File: src/hw/tmu_pkg.sv
/*
 * Shared types and register map of the TMU front end.
 * CSR addresses are word addresses: bits 13..10 pick the block, bits 4..0 the register.
 * The mesh memory holds 128 vertices per row, so a mesh is at most 128 x 128.
 */
`default_nettype none

package tmu_pkg;

	typedef logic [13:0] csr_addr_t;
	typedef logic [31:0] csr_data_t;

	typedef struct packed {
		csr_addr_t addr;
		logic      we;
		csr_data_t wdata;
	} csr_bus_t;

	typedef logic [6:0]  mesh_coord_t;  // Vertex index within a row or column
	typedef logic [29:0] mesh_addr_t;   // Address in 32-bit words
	typedef logic [10:0] res_t;

	typedef struct packed {
		mesh_coord_t hmesh_last;
		mesh_coord_t vmesh_last;
		mesh_addr_t  src_mesh;
		mesh_addr_t  dst_mesh;
	} walker_cfg_t;

	typedef struct packed {
		logic [5:0]  brightness;
		logic        chroma_key_en;
		logic [15:0] chroma_key;  // RGB565
		res_t        src_hres;
		res_t        src_vres;
		res_t        dst_hres;
		res_t        dst_vres;
	} raster_cfg_t;

	typedef struct packed {
		mesh_coord_t x;
		mesh_coord_t y;
		mesh_addr_t  src_addr;
		mesh_addr_t  dst_addr;
	} vertex_t;

	localparam int mesh_stride_log2 = 7;  // 128 vertices per mesh row

	typedef enum logic {
		st_idle,
		st_run
	} walker_state_t;

	// Register slots, 15 to 19 reserved
	localparam logic [4:0] reg_ctrl          = 5'd0;
	localparam logic [4:0] reg_hmesh_last    = 5'd1;
	localparam logic [4:0] reg_vmesh_last    = 5'd2;
	localparam logic [4:0] reg_brightness    = 5'd3;
	localparam logic [4:0] reg_chroma_key    = 5'd4;
	localparam logic [4:0] reg_src_mesh      = 5'd5;
	localparam logic [4:0] reg_src_fbuf      = 5'd6;
	localparam logic [4:0] reg_src_hres      = 5'd7;
	localparam logic [4:0] reg_src_vres      = 5'd8;
	localparam logic [4:0] reg_dst_mesh      = 5'd9;
	localparam logic [4:0] reg_dst_fbuf      = 5'd10;
	localparam logic [4:0] reg_dst_hres      = 5'd11;
	localparam logic [4:0] reg_dst_vres      = 5'd12;
	localparam logic [4:0] reg_perf_vertices = 5'd13;
	localparam logic [4:0] reg_perf_clocks   = 5'd14;

endpackage

`default_nettype wire

File: src/hw/tmu_ctlif.sv
/*
 * CSR register file of the TMU.
 * Writes land at the edge where they are presented; reads return one cycle later.
 * Mesh bases keep bits 31..2 and framebuffer bases bits fml_depth-1..1 of the write data.
 * fml_depth must lie between 20 and 32. Unselected, reserved and unmapped slots read zero.
 * irq pulses for one cycle, two cycles after the last busy cycle.
 */
`timescale 1ns/1ps
`default_nettype none

module tmu_ctlif
	import tmu_pkg::*;
#(
	parameter logic [3:0] csr_addr = 4'h0,
	parameter int fml_depth = 26
) (
	input  logic                 sys_clk,
	input  logic                 sys_rst,

	input  csr_bus_t             csr,
	output csr_data_t            csr_do,

	output logic                 irq,
	output logic                 start,
	input  logic                 busy,

	output walker_cfg_t          wcfg,
	output raster_cfg_t          rcfg,
	output logic [fml_depth-2:0] src_fbuf,  // In 16-bit words
	output logic [fml_depth-2:0] dst_fbuf,

	input  csr_data_t            perf_vertices,
	input  csr_data_t            perf_clocks
);

	logic       csr_selected;
	logic [4:0] csr_reg;
	logic       old_busy;

	assign csr_selected = csr.addr[13:10] == csr_addr;
	assign csr_reg = csr.addr[4:0];

	// End of run detection and start strobe
	always_ff @(posedge sys_clk) begin
		if (sys_rst) begin
			old_busy <= 1'b0;
			irq <= 1'b0;
			start <= 1'b0;
		end else begin
			old_busy <= busy;
			irq <= old_busy & ~busy;  // Falling edge of busy
			start <= csr_selected & csr.we & (csr_reg == reg_ctrl) & csr.wdata[0];
		end
	end

	always_ff @(posedge sys_clk) begin
		if (sys_rst) begin
			wcfg.hmesh_last <= 7'd32;
			wcfg.vmesh_last <= 7'd24;
			wcfg.src_mesh <= '0;
			wcfg.dst_mesh <= '0;
			rcfg.brightness <= 6'd63;
			rcfg.chroma_key_en <= 1'b0;
			rcfg.chroma_key <= 16'd0;
			rcfg.src_hres <= 11'd640;
			rcfg.src_vres <= 11'd480;
			rcfg.dst_hres <= 11'd640;
			rcfg.dst_vres <= 11'd480;
			src_fbuf <= '0;
			dst_fbuf <= '0;
		end else if (csr_selected && csr.we) begin
			case (csr_reg)
				reg_ctrl:       rcfg.chroma_key_en <= csr.wdata[1];
				reg_hmesh_last: wcfg.hmesh_last <= csr.wdata[6:0];
				reg_vmesh_last: wcfg.vmesh_last <= csr.wdata[6:0];
				reg_brightness: rcfg.brightness <= csr.wdata[5:0];
				reg_chroma_key: rcfg.chroma_key <= csr.wdata[15:0];
				reg_src_mesh:   wcfg.src_mesh <= csr.wdata[31:2];  // Byte to word address
				reg_src_fbuf:   src_fbuf <= csr.wdata[fml_depth-1:1];
				reg_src_hres:   rcfg.src_hres <= csr.wdata[10:0];
				reg_src_vres:   rcfg.src_vres <= csr.wdata[10:0];
				reg_dst_mesh:   wcfg.dst_mesh <= csr.wdata[31:2];
				reg_dst_fbuf:   dst_fbuf <= csr.wdata[fml_depth-1:1];
				reg_dst_hres:   rcfg.dst_hres <= csr.wdata[10:0];
				reg_dst_vres:   rcfg.dst_vres <= csr.wdata[10:0];
				default: ;  // Counters and reserved slots are read only
			endcase
		end
	end

	// Readback, realigned to byte addresses
	always_ff @(posedge sys_clk) begin
		if (sys_rst) begin
			csr_do <= '0;
		end else if (!csr_selected) begin
			csr_do <= '0;
		end else begin
			case (csr_reg)
				reg_ctrl:          csr_do <= {30'd0, rcfg.chroma_key_en, busy};
				reg_hmesh_last:    csr_do <= csr_data_t'(wcfg.hmesh_last);
				reg_vmesh_last:    csr_do <= csr_data_t'(wcfg.vmesh_last);
				reg_brightness:    csr_do <= csr_data_t'(rcfg.brightness);
				reg_chroma_key:    csr_do <= csr_data_t'(rcfg.chroma_key);
				reg_src_mesh:      csr_do <= {wcfg.src_mesh, 2'b00};
				reg_src_fbuf:      csr_do <= csr_data_t'({src_fbuf, 1'b0});
				reg_src_hres:      csr_do <= csr_data_t'(rcfg.src_hres);
				reg_src_vres:      csr_do <= csr_data_t'(rcfg.src_vres);
				reg_dst_mesh:      csr_do <= {wcfg.dst_mesh, 2'b00};
				reg_dst_fbuf:      csr_do <= csr_data_t'({dst_fbuf, 1'b0});
				reg_dst_hres:      csr_do <= csr_data_t'(rcfg.dst_hres);
				reg_dst_vres:      csr_do <= csr_data_t'(rcfg.dst_vres);
				reg_perf_vertices: csr_do <= perf_vertices;
				reg_perf_clocks:   csr_do <= perf_clocks;
				default:           csr_do <= '0;
			endcase
		end
	end

endmodule

`default_nettype wire

File: src/hw/tmu_mesh_walker.sv
/*
 * Mesh walker: visits every vertex in row-major order, one per cycle.
 * The configuration is captured on an accepted start; a start while busy is dropped.
 * No back-pressure, so vtx is only valid in the cycle of vtx_stb.
 */
`timescale 1ns/1ps
`default_nettype none

module tmu_mesh_walker
	import tmu_pkg::*;
(
	input  logic        sys_clk,
	input  logic        sys_rst,

	input  logic        start,
	input  walker_cfg_t wcfg,

	output logic        busy,
	output logic        vtx_stb,
	output vertex_t     vtx
);

	walker_state_t state;
	walker_cfg_t   cfg;  // Copy taken at start
	mesh_coord_t   x;
	mesh_coord_t   y;
	mesh_addr_t    offset;

	always_ff @(posedge sys_clk) begin
		if (sys_rst) begin
			state <= st_idle;
		end else begin
			case (state)
				st_idle: if (start) state <= st_run;
				st_run: if (x == cfg.hmesh_last && y == cfg.vmesh_last) state <= st_idle;
				default: state <= st_idle;
			endcase
		end
	end

	always_ff @(posedge sys_clk) begin
		if (state == st_idle) begin
			if (start) begin
				cfg <= wcfg;
				x <= '0;
				y <= '0;
			end
		end else if (x == cfg.hmesh_last) begin
			x <= '0;  // Next row
			y <= y + 7'd1;
		end else begin
			x <= x + 7'd1;
		end
	end

	// Word offset of the vertex within a mesh
	assign offset = (mesh_addr_t'(y) << mesh_stride_log2) | mesh_addr_t'(x);

	assign busy = state == st_run;
	assign vtx_stb = state == st_run;

	always_comb begin
		vtx.x = x;
		vtx.y = y;
		vtx.src_addr = cfg.src_mesh + offset;
		vtx.dst_addr = cfg.dst_mesh + offset;
	end

endmodule

`default_nettype wire

File: src/hw/tmu_perf.sv
/*
 * Performance counters: vertices emitted and busy cycles of the last run.
 * Both clear on an accepted start and hold after the run. They wrap at 2^32.
 */
`timescale 1ns/1ps
`default_nettype none

module tmu_perf
	import tmu_pkg::*;
(
	input  logic      sys_clk,
	input  logic      sys_rst,

	input  logic      start,
	input  logic      busy,
	input  logic      vtx_stb,

	output csr_data_t perf_vertices,
	output csr_data_t perf_clocks
);

	logic accepted;

	assign accepted = start & ~busy;  // Walker ignores start while busy

	always_ff @(posedge sys_clk) begin
		if (sys_rst) begin
			perf_vertices <= '0;
			perf_clocks <= '0;
		end else if (accepted) begin
			perf_vertices <= '0;
			perf_clocks <= '0;
		end else begin
			if (vtx_stb) perf_vertices <= perf_vertices + 32'd1;
			if (busy) perf_clocks <= perf_clocks + 32'd1;
		end
	end

endmodule

`default_nettype wire

File: src/hw/tmu_top.sv
/*
 * TMU front end: CSR interface, mesh walker and performance counters.
 * Raster settings and framebuffer bases only leave through the ports.
 * csr_addr selects the CSR block; fml_depth must lie between 20 and 32.
 */
`timescale 1ns/1ps
`default_nettype none

module tmu_top
	import tmu_pkg::*;
#(
	parameter logic [3:0] csr_addr = 4'h0,
	parameter int fml_depth = 26
) (
	input  logic                 sys_clk,
	input  logic                 sys_rst,

	input  csr_bus_t             csr,
	output csr_data_t            csr_do,
	output logic                 irq,

	output raster_cfg_t          rcfg,
	output logic [fml_depth-2:0] src_fbuf,
	output logic [fml_depth-2:0] dst_fbuf,

	output logic                 busy,
	output logic                 vtx_stb,
	output vertex_t              vtx
);

	logic        start;
	walker_cfg_t wcfg;
	csr_data_t   perf_vertices;
	csr_data_t   perf_clocks;

	tmu_ctlif #(
		.csr_addr(csr_addr),
		.fml_depth(fml_depth)
	) ctlif (
		.sys_clk(sys_clk),
		.sys_rst(sys_rst),
		.csr(csr),
		.csr_do(csr_do),
		.irq(irq),
		.start(start),
		.busy(busy),
		.wcfg(wcfg),
		.rcfg(rcfg),
		.src_fbuf(src_fbuf),
		.dst_fbuf(dst_fbuf),
		.perf_vertices(perf_vertices),
		.perf_clocks(perf_clocks)
	);

	tmu_mesh_walker walker (
		.sys_clk(sys_clk),
		.sys_rst(sys_rst),
		.start(start),
		.wcfg(wcfg),
		.busy(busy),
		.vtx_stb(vtx_stb),
		.vtx(vtx)
	);

	tmu_perf perf (
		.sys_clk(sys_clk),
		.sys_rst(sys_rst),
		.start(start),
		.busy(busy),
		.vtx_stb(vtx_stb),
		.perf_vertices(perf_vertices),
		.perf_clocks(perf_clocks)
	);

endmodule

`default_nettype wire

File: config.mk
export PLATFORM = sky130hd
export DESIGN_NAME = tmu_top
export DESIGN_NICKNAME = d
export VERILOG_FILES = /design/src/hw/tmu_pkg.sv /design/src/hw/tmu_ctlif.sv /design/src/hw/tmu_mesh_walker.sv /design/src/hw/tmu_perf.sv /design/src/hw/tmu_top.sv
export SDC_FILE = /design/constraint.sdc
export NUM_CORES = 1
export LEC_CHECK = 0
export ABC_AREA = 1
export BUFFER_PORTS_ARGS = -buffer_cell sky130_fd_sc_hd__buf_2
export CAP_MARGIN = 20
export CORE_UTILIZATION = 31
export CTS_CLUSTER_SIZE = 24
export DETAILED_ROUTE_END_ITERATION = 12
export GPL_TIMING_DRIVEN = 0
export PLACE_DENSITY = 0.53
export SYNTH_ARGS = -nofsm -noshare
export SYNTH_HDL_FRONTEND = slang
export SYNTH_SLANG_ARGS = --single-unit
File: constraint.sdc
create_clock -name sys_clk -period 13.9 [get_ports sys_clk]
set_input_delay 2.085 -clock sys_clk [delete_from_list [all_inputs] [get_ports sys_clk]]
set_output_delay 2.085 -clock sys_clk [all_outputs]
set_load 0.05 [all_outputs]
==> results of run 1 <==
[layout by cell type (no fill, tap or decap), types with 32 or more instances in the layout]
cell       instances
nand2_1          650
inv_1            378
nor2_1           318
buf_2            304
dfxtp_1          291
a21oi_1          233
o21ai_0          220
nand3_1          162
edfxtp_1          88
clkbuf_1          56
o22ai_1           49
nor3_1            44
clkbuf_16         42
xor2_1            38
ha_1              32
[logic make-up (layout without fill, tap and decap cells)]
logic type,Yosys count,count (layout)
compound gates,514,514
xor+xnor,50,50
fa+ha+maj,34,34
buf+inv,475,820
flops,379,379
other cells,0,1
simple gates,1228,1228
[power breakdown]
group | total [mW] | switching, mW | internal (mW)
Sequential | 1.12 | 0.000718 | 1.12
Clock | 1.17 | 0.478 | 0.693
Combinational | 0.0705 | 0.0553 | 0.0152
[final timing paths]
kind / start / end / slack [ns] / depth (start not counted)
max reg2reg: walker.busy / perf.perf_clocks[9] / 11.09 / 6
max: walker.x[0] / vtx[52] / 8.63 / 11
min: ctlif.wcfg[38] / walker.cfg[38] / 0.43 / 0
min reg2reg: ctlif.wcfg[38] / walker.cfg[38] / 0.43 / 0
[area by class of cell]
class / count / area [um2]
clock inverter: 23 / 286.5
multi-input combinational: 1826 / 8574
antenna: 1 / 2.502
sequential: 379 / 8468
timing repair buffer: 267 / 1374
inverter: 384 / 1441
clock buffer: 55 / 1140
tap: 782 / 978.4
buffer: 91 / 397.9
fill: 6539 / 37580
[sequential cells by signal (all words and copies together), names as in the netlist]
name / flops
perf.perf_clocks: 32
ctlif.dst_fbuf: 25
ctlif.start: 1
walker.y: 7
ctlif.irq: 1
ctlif.wcfg: 74
perf.perf_vertices: 32
ctlif.old_busy: 1
ctlif.src_fbuf: 25
ctlif.rcfg: 67
walker.x: 7
walker.busy: 1
ctlif.csr_do: 32
walker.cfg: 74
[layer usage]
metal | up-vias | wire, um
met5 | - | 26
met4 | 4 | 2507
met3 | 120 | 4795
met2 | 623 | 34440
met1 | 8712 | 33440
li1 | 9285 | -
[critical path: cells and delay by family (launching register included)]
kind	cells	cell delay, ns
AND/OR/NAND/NOR	6	0.65
flip-flops	1	0.50
AO/OA/AOI/OAI	1	0.43
adder cells (fa/ha/maj)	2	0.70
buffers and inverters	2	0.32
[synth_stat cells (3+ instances only)]
master / n
or2_2: 4
clkbuf_1: 47
nand3_1: 162
nand4_1: 20
buf_1: 3
nor2_1: 319
xor2_1: 38
nand2_1: 650
ha_1: 32
inv_2: 5
nor4_1: 3
nand2_2: 5
o21ai_0: 220
nand3b_1: 4
o22ai_1: 49
nor3_1: 44
xnor2_1: 12
edfxtp_1: 88
nor3b_1: 4
nor2_2: 7
a21oi_1: 233
buf_2: 39
o21bai_1: 4
dfxtp_1: 291
inv_1: 378
==> metrics.md, run 1 <==
| Metric | Value |
|---|---|
| I/O pin cnt | `275` |
| CTS root buffer | `clkbuf_16` |
| Fin. Hold Viols | `0` |
| Failing checks | `design-rule violations` |
| Cells after Synth | `2680` |
| Congestion Overflow GR | `0` |
| Synth Area in Compound Gates | `14.10%` |
| Layout cells sized above 1 | `13.16%` |
| TritonCTS clock tree | `yes` |
| Pwr Density | `104.3 nW/um2` |
| Post-Place Worst Slack | `9.205 ns` |
| Skew final | `0.01404 ns` |
| Clock latency at the later pin of the worst-skew pair | `0.58 ns` |
| Placed cell areas | `21230 um2` |
| Met1 Track Usage GR | `31.64%` |
| Mux cell area share after synthesis | `0%` |
| Routed wire per std cell | `19.75 um` |
| Worst EP arrival | `3.19 ns` |
| Status | `finished, violations left` |
| GRT met3 Usage | `3.772%` |
| Starting DRT DRC Count | `1502` |
| Crit. End Element | `output port` |
| Vias per cell | `4.922` |
| DRC errors left | `2` |
| Synth cell types | `38` |
| Leakage | `9.318 nW` |
| Async set-reset flop share out of synthesis | `0%` |
| Dpl cells | `3729` |
| Slew headroom | `36.70%` |
| Main combinational cell family by area after synthesis | `simple AND/OR/NAND/NOR gates` |
| Worst-path clk slew | `0.06 ns` |
| Final std cells w/o fill | `3808` |
| Fin. max-slew vios | `0` |
| Synth top area share | `30.87%` |
| ANT nets after route | `0` |
| Top FF cell, synth | `dfxtp_1` |
| CTS HTree Levels | `2` |
| DP Wirelength | `59800 um` |
| Biggest area consumer among synthesized cells | `dfxtp_1` |
| Initial Utilization | `31.33%` |
| Kind of critical path | `reg -> out` |
| Setup violators final | `0` |
| Largest net degree at the start of global routing | `36` |
| Post_cts resized | `0` |
| Critical Path RT | `11.81 ns` |
| Initial antenna violation count | `3` |
| Adder-cell share of the synthesized area | `2.333%` |
| CP max-delay cell | `edfxtp_1` |
| Max Freq | `189.7 MHz` |
| Die ar. | `61880 um2` |
| CP Launch Type | `flip-flop` |
| Area delta synth->final | `20.07%` |
| Die Width | `248.8 um` |
| Drt pass-1 iters | `9` |
| Design area | `22660 um2` |
| Final period utilization | `37.93%` |
| GPL Wtd Cong | `0.9238` |
| Worst path cell trace | `ha_1 -> inv_1 -> fa_1 -> nor2_1 -> nor2_1 -> o21ai_0 -> nand3_1 -> nand2_1 -> nand3_1 -> nand2_1 -> buf_2` |
| YS warnings | `0` |
| Crit path time final | `5.272 ns` |
| Slowest Stage Delay on Critical Path | `0.50 ns` |
| Sequential fraction of the synthesis area | `44.87%` |
| Final wirelength | `75200 um` |
| IO buf count | `265` |
| Power Total | `2.364 mW` |
| Min-delay worst type | `reg -> reg` |
| Max clock buf depth | `3` |
| EDFF count, synth | `88` |
| RSZ-0062 raised after global routing | `no` |
| Hold Worst Slack | `0.4331 ns` |
| Clock Sinks | `379` |
| CP max FO | `7` |
| Top post-synthesis cells by area | `dfxtp_1 31%, edfxtp_1 14%, nand2_1 13%, inv_1 7.5%, nor2_1 6.3%` |
| Syn Std Cell Area | `18870 um2` |
| Synth Area in Simple Gates | `26.64%` |
| Syn_area_per_cell | `7.043 um2` |
| Row Count | `90` |
| MaxCap Viol Count | `0` |
| Fin nets | `3074` |
| IR drop worst, VDD | `67.46 uV` |
| Vias in the first global route | `17591` |
| Met2 usage | `39.07%` |
| DIE HEIGHT | `248.8 um` |
| Final core occ | `37.62%` |
| CTS buffer count | `42` |
| #FFs+latches synth | `379` |
| Setup TNS | `0 ns` |
| Grt peak-use layer | `met2` |
| CORE AREA | `60250 um2` |
| Final worst setup slack | `8.628 ns` |
| Hold Buf Count CTS | `0` |
| Pin slew with the least headroom to its limit | `0.9495 ns` |
| Setup Fix Bufs, Post-CTS | `0` |
| Synth Area in XOR/XNOR | `2.320%` |
| Post-Syn Nets | `2763` |
| First-pass GRT wire length | `110400 um` |
| Via count | `18744` |
| GRT Total Usage | `23.77%` |
(Power assumes the default switching activity.)
==> run 2: changes to the inputs <==
--- a/config.mk
+++ b/config.mk
@@ -5,14 +5,14 @@
 export SDC_FILE = /design/constraint.sdc
 export NUM_CORES = 1
 export LEC_CHECK = 0
-export ABC_AREA = 1
+export ABC_AREA = 0
 export BUFFER_PORTS_ARGS = -buffer_cell sky130_fd_sc_hd__buf_2
 export CAP_MARGIN = 20
 export CORE_UTILIZATION = 31
 export CTS_CLUSTER_SIZE = 24
 export DETAILED_ROUTE_END_ITERATION = 12
 export GPL_TIMING_DRIVEN = 0
-export PLACE_DENSITY = 0.53
+export PLACE_DENSITY = 0.55
 export SYNTH_ARGS = -nofsm -noshare
 export SYNTH_HDL_FRONTEND = slang
 export SYNTH_SLANG_ARGS = --single-unit
==> constraint.sdc (replaced) <==
create_clock -name sys_clk -period 4.4 [get_ports sys_clk]
set_input_delay 0.66 -clock sys_clk [delete_from_list [all_inputs] [get_ports sys_clk]]
set_output_delay 0.66 -clock sys_clk [all_outputs]
set_load 0.05 [all_outputs]
==> metrics.md, run 2 <==
| Metric | Value |
|---|---|
| Status | `finished, final reports clean` |
| Sequential fraction of the synthesis area | `50.88%` |
| Max clock buf depth | `3` |
| Design area | `20460 um2` |
| Post-Syn Nets | `1914` |
| Most frequent cells in the layout | `430 x nand2_1, 295 x buf_2, 291 x dfxtp_1` |
| CTS root buffer | `clkbuf_16` |
| GRT Total Usage | `23.43%` |
| Die Width | `233.7 um` |
| MaxCap Viol Count | `0` |
| Fin. Hold Viols | `0` |
| I/O pin cnt | `275` |
| Vias in the first global route | `14154` |
| Die ar. | `54620 um2` |
| Slew headroom | `30.18%` |
| IO buf count | `262` |
| Setup violators final | `0` |
| Pin slew with the least headroom to its limit | `1.047 ns` |
| Final worst setup slack | `0.1421 ns` |
| Congestion Overflow GR | `0` |
| Critical Path RT | `3.74 ns` |
| Row Count | `84` |
| Top-count cell post-synth | `nand2_1` |
| Layout cells sized above 1 | `19.14%` |
| Pwr Density | `370.3 nW/um2` |
| Top post-synthesis cells by area | `dfxtp_1 35%, edfxtp_1 16%, nand2_1 9.7%, a21oi_1 6.3%, xor2_1 3.6%` |
| Crit. End Element | `output port` |
| Worst-path clk slew | `0.07 ns` |
| Final std cells w/o fill | `2869` |
| IR drop worst, VDD | `230.6 uV` |
| Largest net degree at the start of global routing | `37` |
| RR Startpoint | `walker.busy` |
| Largest registers | `ctlif.wcfg: 74 flops, walker.cfg: 74 flops, ctlif.rcfg: 67 flops` |
| DRC errors left | `0` |
| YS warnings | `0` |
| Vias per cell | `5.284` |
| Min-delay worst type | `in -> reg` |
| CORE AREA | `52760 um2` |
| Initial antenna violation count | `2` |
| Synth cell types | `74` |
| Post-Place Worst Slack | `0.6806 ns` |
| Starting DRT DRC Count | `1469` |
| Synth top area share | `35.00%` |
| Area delta synth->final | `22.92%` |
| Syn_area_per_cell | `9.089 um2` |
| DIE HEIGHT | `233.7 um` |
| Fillers | `5343` |
| Fin. max-slew vios | `0` |
| Routed wire per std cell | `22.79 um` |
| Kind of critical path | `reg -> out` |
| #FFs+latches synth | `379` |
| CTS HTree Levels | `2` |
| ANT nets after route | `0` |
| DP Wirelength | `50360 um` |
| Dpl cells | `2783` |
| Async set-reset flop share out of synthesis | `0%` |
| Via count | `15160` |
| Fin nets | `2230` |
| GPL Wtd Cong | `0.9743` |
| Clock latency at the later pin of the worst-skew pair | `0.57 ns` |
| Worst EP arrival | `3.60 ns` |
| Cells after Synth | `1831` |
| CP max FO | `7` |
| Syn Std Cell Area | `16640 um2` |
| RSZ-0062 raised after global routing | `yes` |
| Biggest area consumer among synthesized cells | `dfxtp_1` |
| Final period utilization | `96.77%` |
| Skew final | `0.02917 ns` |
| Hold Buf Count CTS | `0` |
| Worst Hold Launch | `csr[31]` |
| TritonCTS clock tree | `yes` |
| Clock Sinks | `379` |
| Placed cell areas | `18860 um2` |
| Drt pass-1 iters | `9` |
| Leakage | `7.575 nW` |
| First-pass GRT wire length | `93490 um` |
| Post-synth top cells | `430 x nand2_1, 291 x dfxtp_1, 208 x a21oi_1` |
| Crit path time final | `4.258 ns` |
| Top FF cell, synth | `dfxtp_1` |
| Final wirelength | `65400 um` |
| CP Launch Type | `flip-flop` |
| Commonest non-fill, non-tap cell in the layout | `nand2_1` |
| Initial Utilization | `31.54%` |
| Critical path launch point | `walker.x[0]` |
| CTS buffer count | `42` |
| EDFF count, synth | `88` |
| Max Freq | `234.9 MHz` |
-- run 2: cell count changes in the layout (fill, tap and decap cells not counted), moves of 32 or more --
cell	change
nand2_1	-220
o21ai_0	-199
xnor2_1	+47
nor3_1	-32
o22ai_1	-49
nand3_1	-98
a22oi_1	+59
inv_1	-354
nor2_1	-207
-- run 2: layout make-up --
class	count	area (um2)	share of cell area, %
well taps	688	860.8	4.208
plain buffers	111	475.5	2.324
clock inverters	18	234.0	1.144
diodes	2	5.005	0.02447
multi-input cells	1317	7624	37.27
inverters	24	90.09	0.4404
repair buffers	272	1421	6.948
flip-flops and latches	379	8468	41.40
clock buffers	58	1277	6.245
-- run 2: power breakdown --
part	switching, mW	internal (mW)
logic	0.161	0.0369
registers	0.00210	3.54
clock network	1.50	2.33
-- run 2: metal layers --
| layer | share of wire, % | GRT usage (%) |
|---|---|---|
| met3 | 6.4 | 3.345 |
| met1 | 44 | 31.53 |
| met2 | 46 | 37.88 |
| met4 | 3.4 | 8.847 |
| met5 | 0.020 | 0 |
-- run 2: cell families (layout without fill, tap and decap cells) --
| family | count (synthesis) | in the layout | share of synthesized area [%] |
|---|---|---|---|
| AOI/OAI and AO/OA | 417 | 417 | 16.17 |
| xor gates and xnor gates | 128 | 128 | 6.736 |
| adders and majority gates | 34 | 34 | 2.646 |
| buffers and inverters | 135 | 483 | 3.398 |
| DFF | 379 | 379 | 50.88 |
| muxes | 13 | 13 | 0.8721 |
| other | 0 | 2 | 0 |
| and+or+nand+nor | 725 | 725 | 19.29 |
-- run 2: critical path, stage by stage, from the launching register on --
cell and delay, ns:
edfxtp_1 0.51, ha_2 0.25, inv_1 0.05, fa_1 0.39
and2b_1 0.24, o211ai_2 0.12, a31oi_4 0.27, a311oi_2 0.18
nand3b_4 0.26, nor3_1 0.26, xor2_1 0.22, clkbuf_4 0.27
-- run 2: worst paths after layout --
kind              slack, ns  depth (start not counted)                      to
hold reg to reg        0.47                          0          walker.cfg[58]
setup reg to reg       1.83                          7  perf.perf_vertices[29]
setup / recovery       0.14                         11                 vtx[50]
hold / removal         0.34                          3          ctlif.wcfg[59]
-- run 2: through the flow --
| stage | TNS [ns] | hold slack [ns] | total power [mW] | utilization (%) |
|---|---|---|---|---|
| floorplan | 0 | 0.4247 | 3.707 | - |
| global placement | -24.56 | 0.4506 | 3.814 | 35.66 |
| detailed placement | 0 | 0.4535 | 3.815 | 35.75 |
| CTS | 0 | 0.3095 | 7.620 | 38.61 |
| global route | -0.02811 | 0.3516 | 7.750 | 38.76 |
| finish | 0 | 0.3353 | 7.575 | 38.77 |
-- run 2: repair_timing --
action,4_1_cts,5_1_grt
endpoints found under the setup margin,0,7
gates resized for setup,0,8
setup buffers,0,8
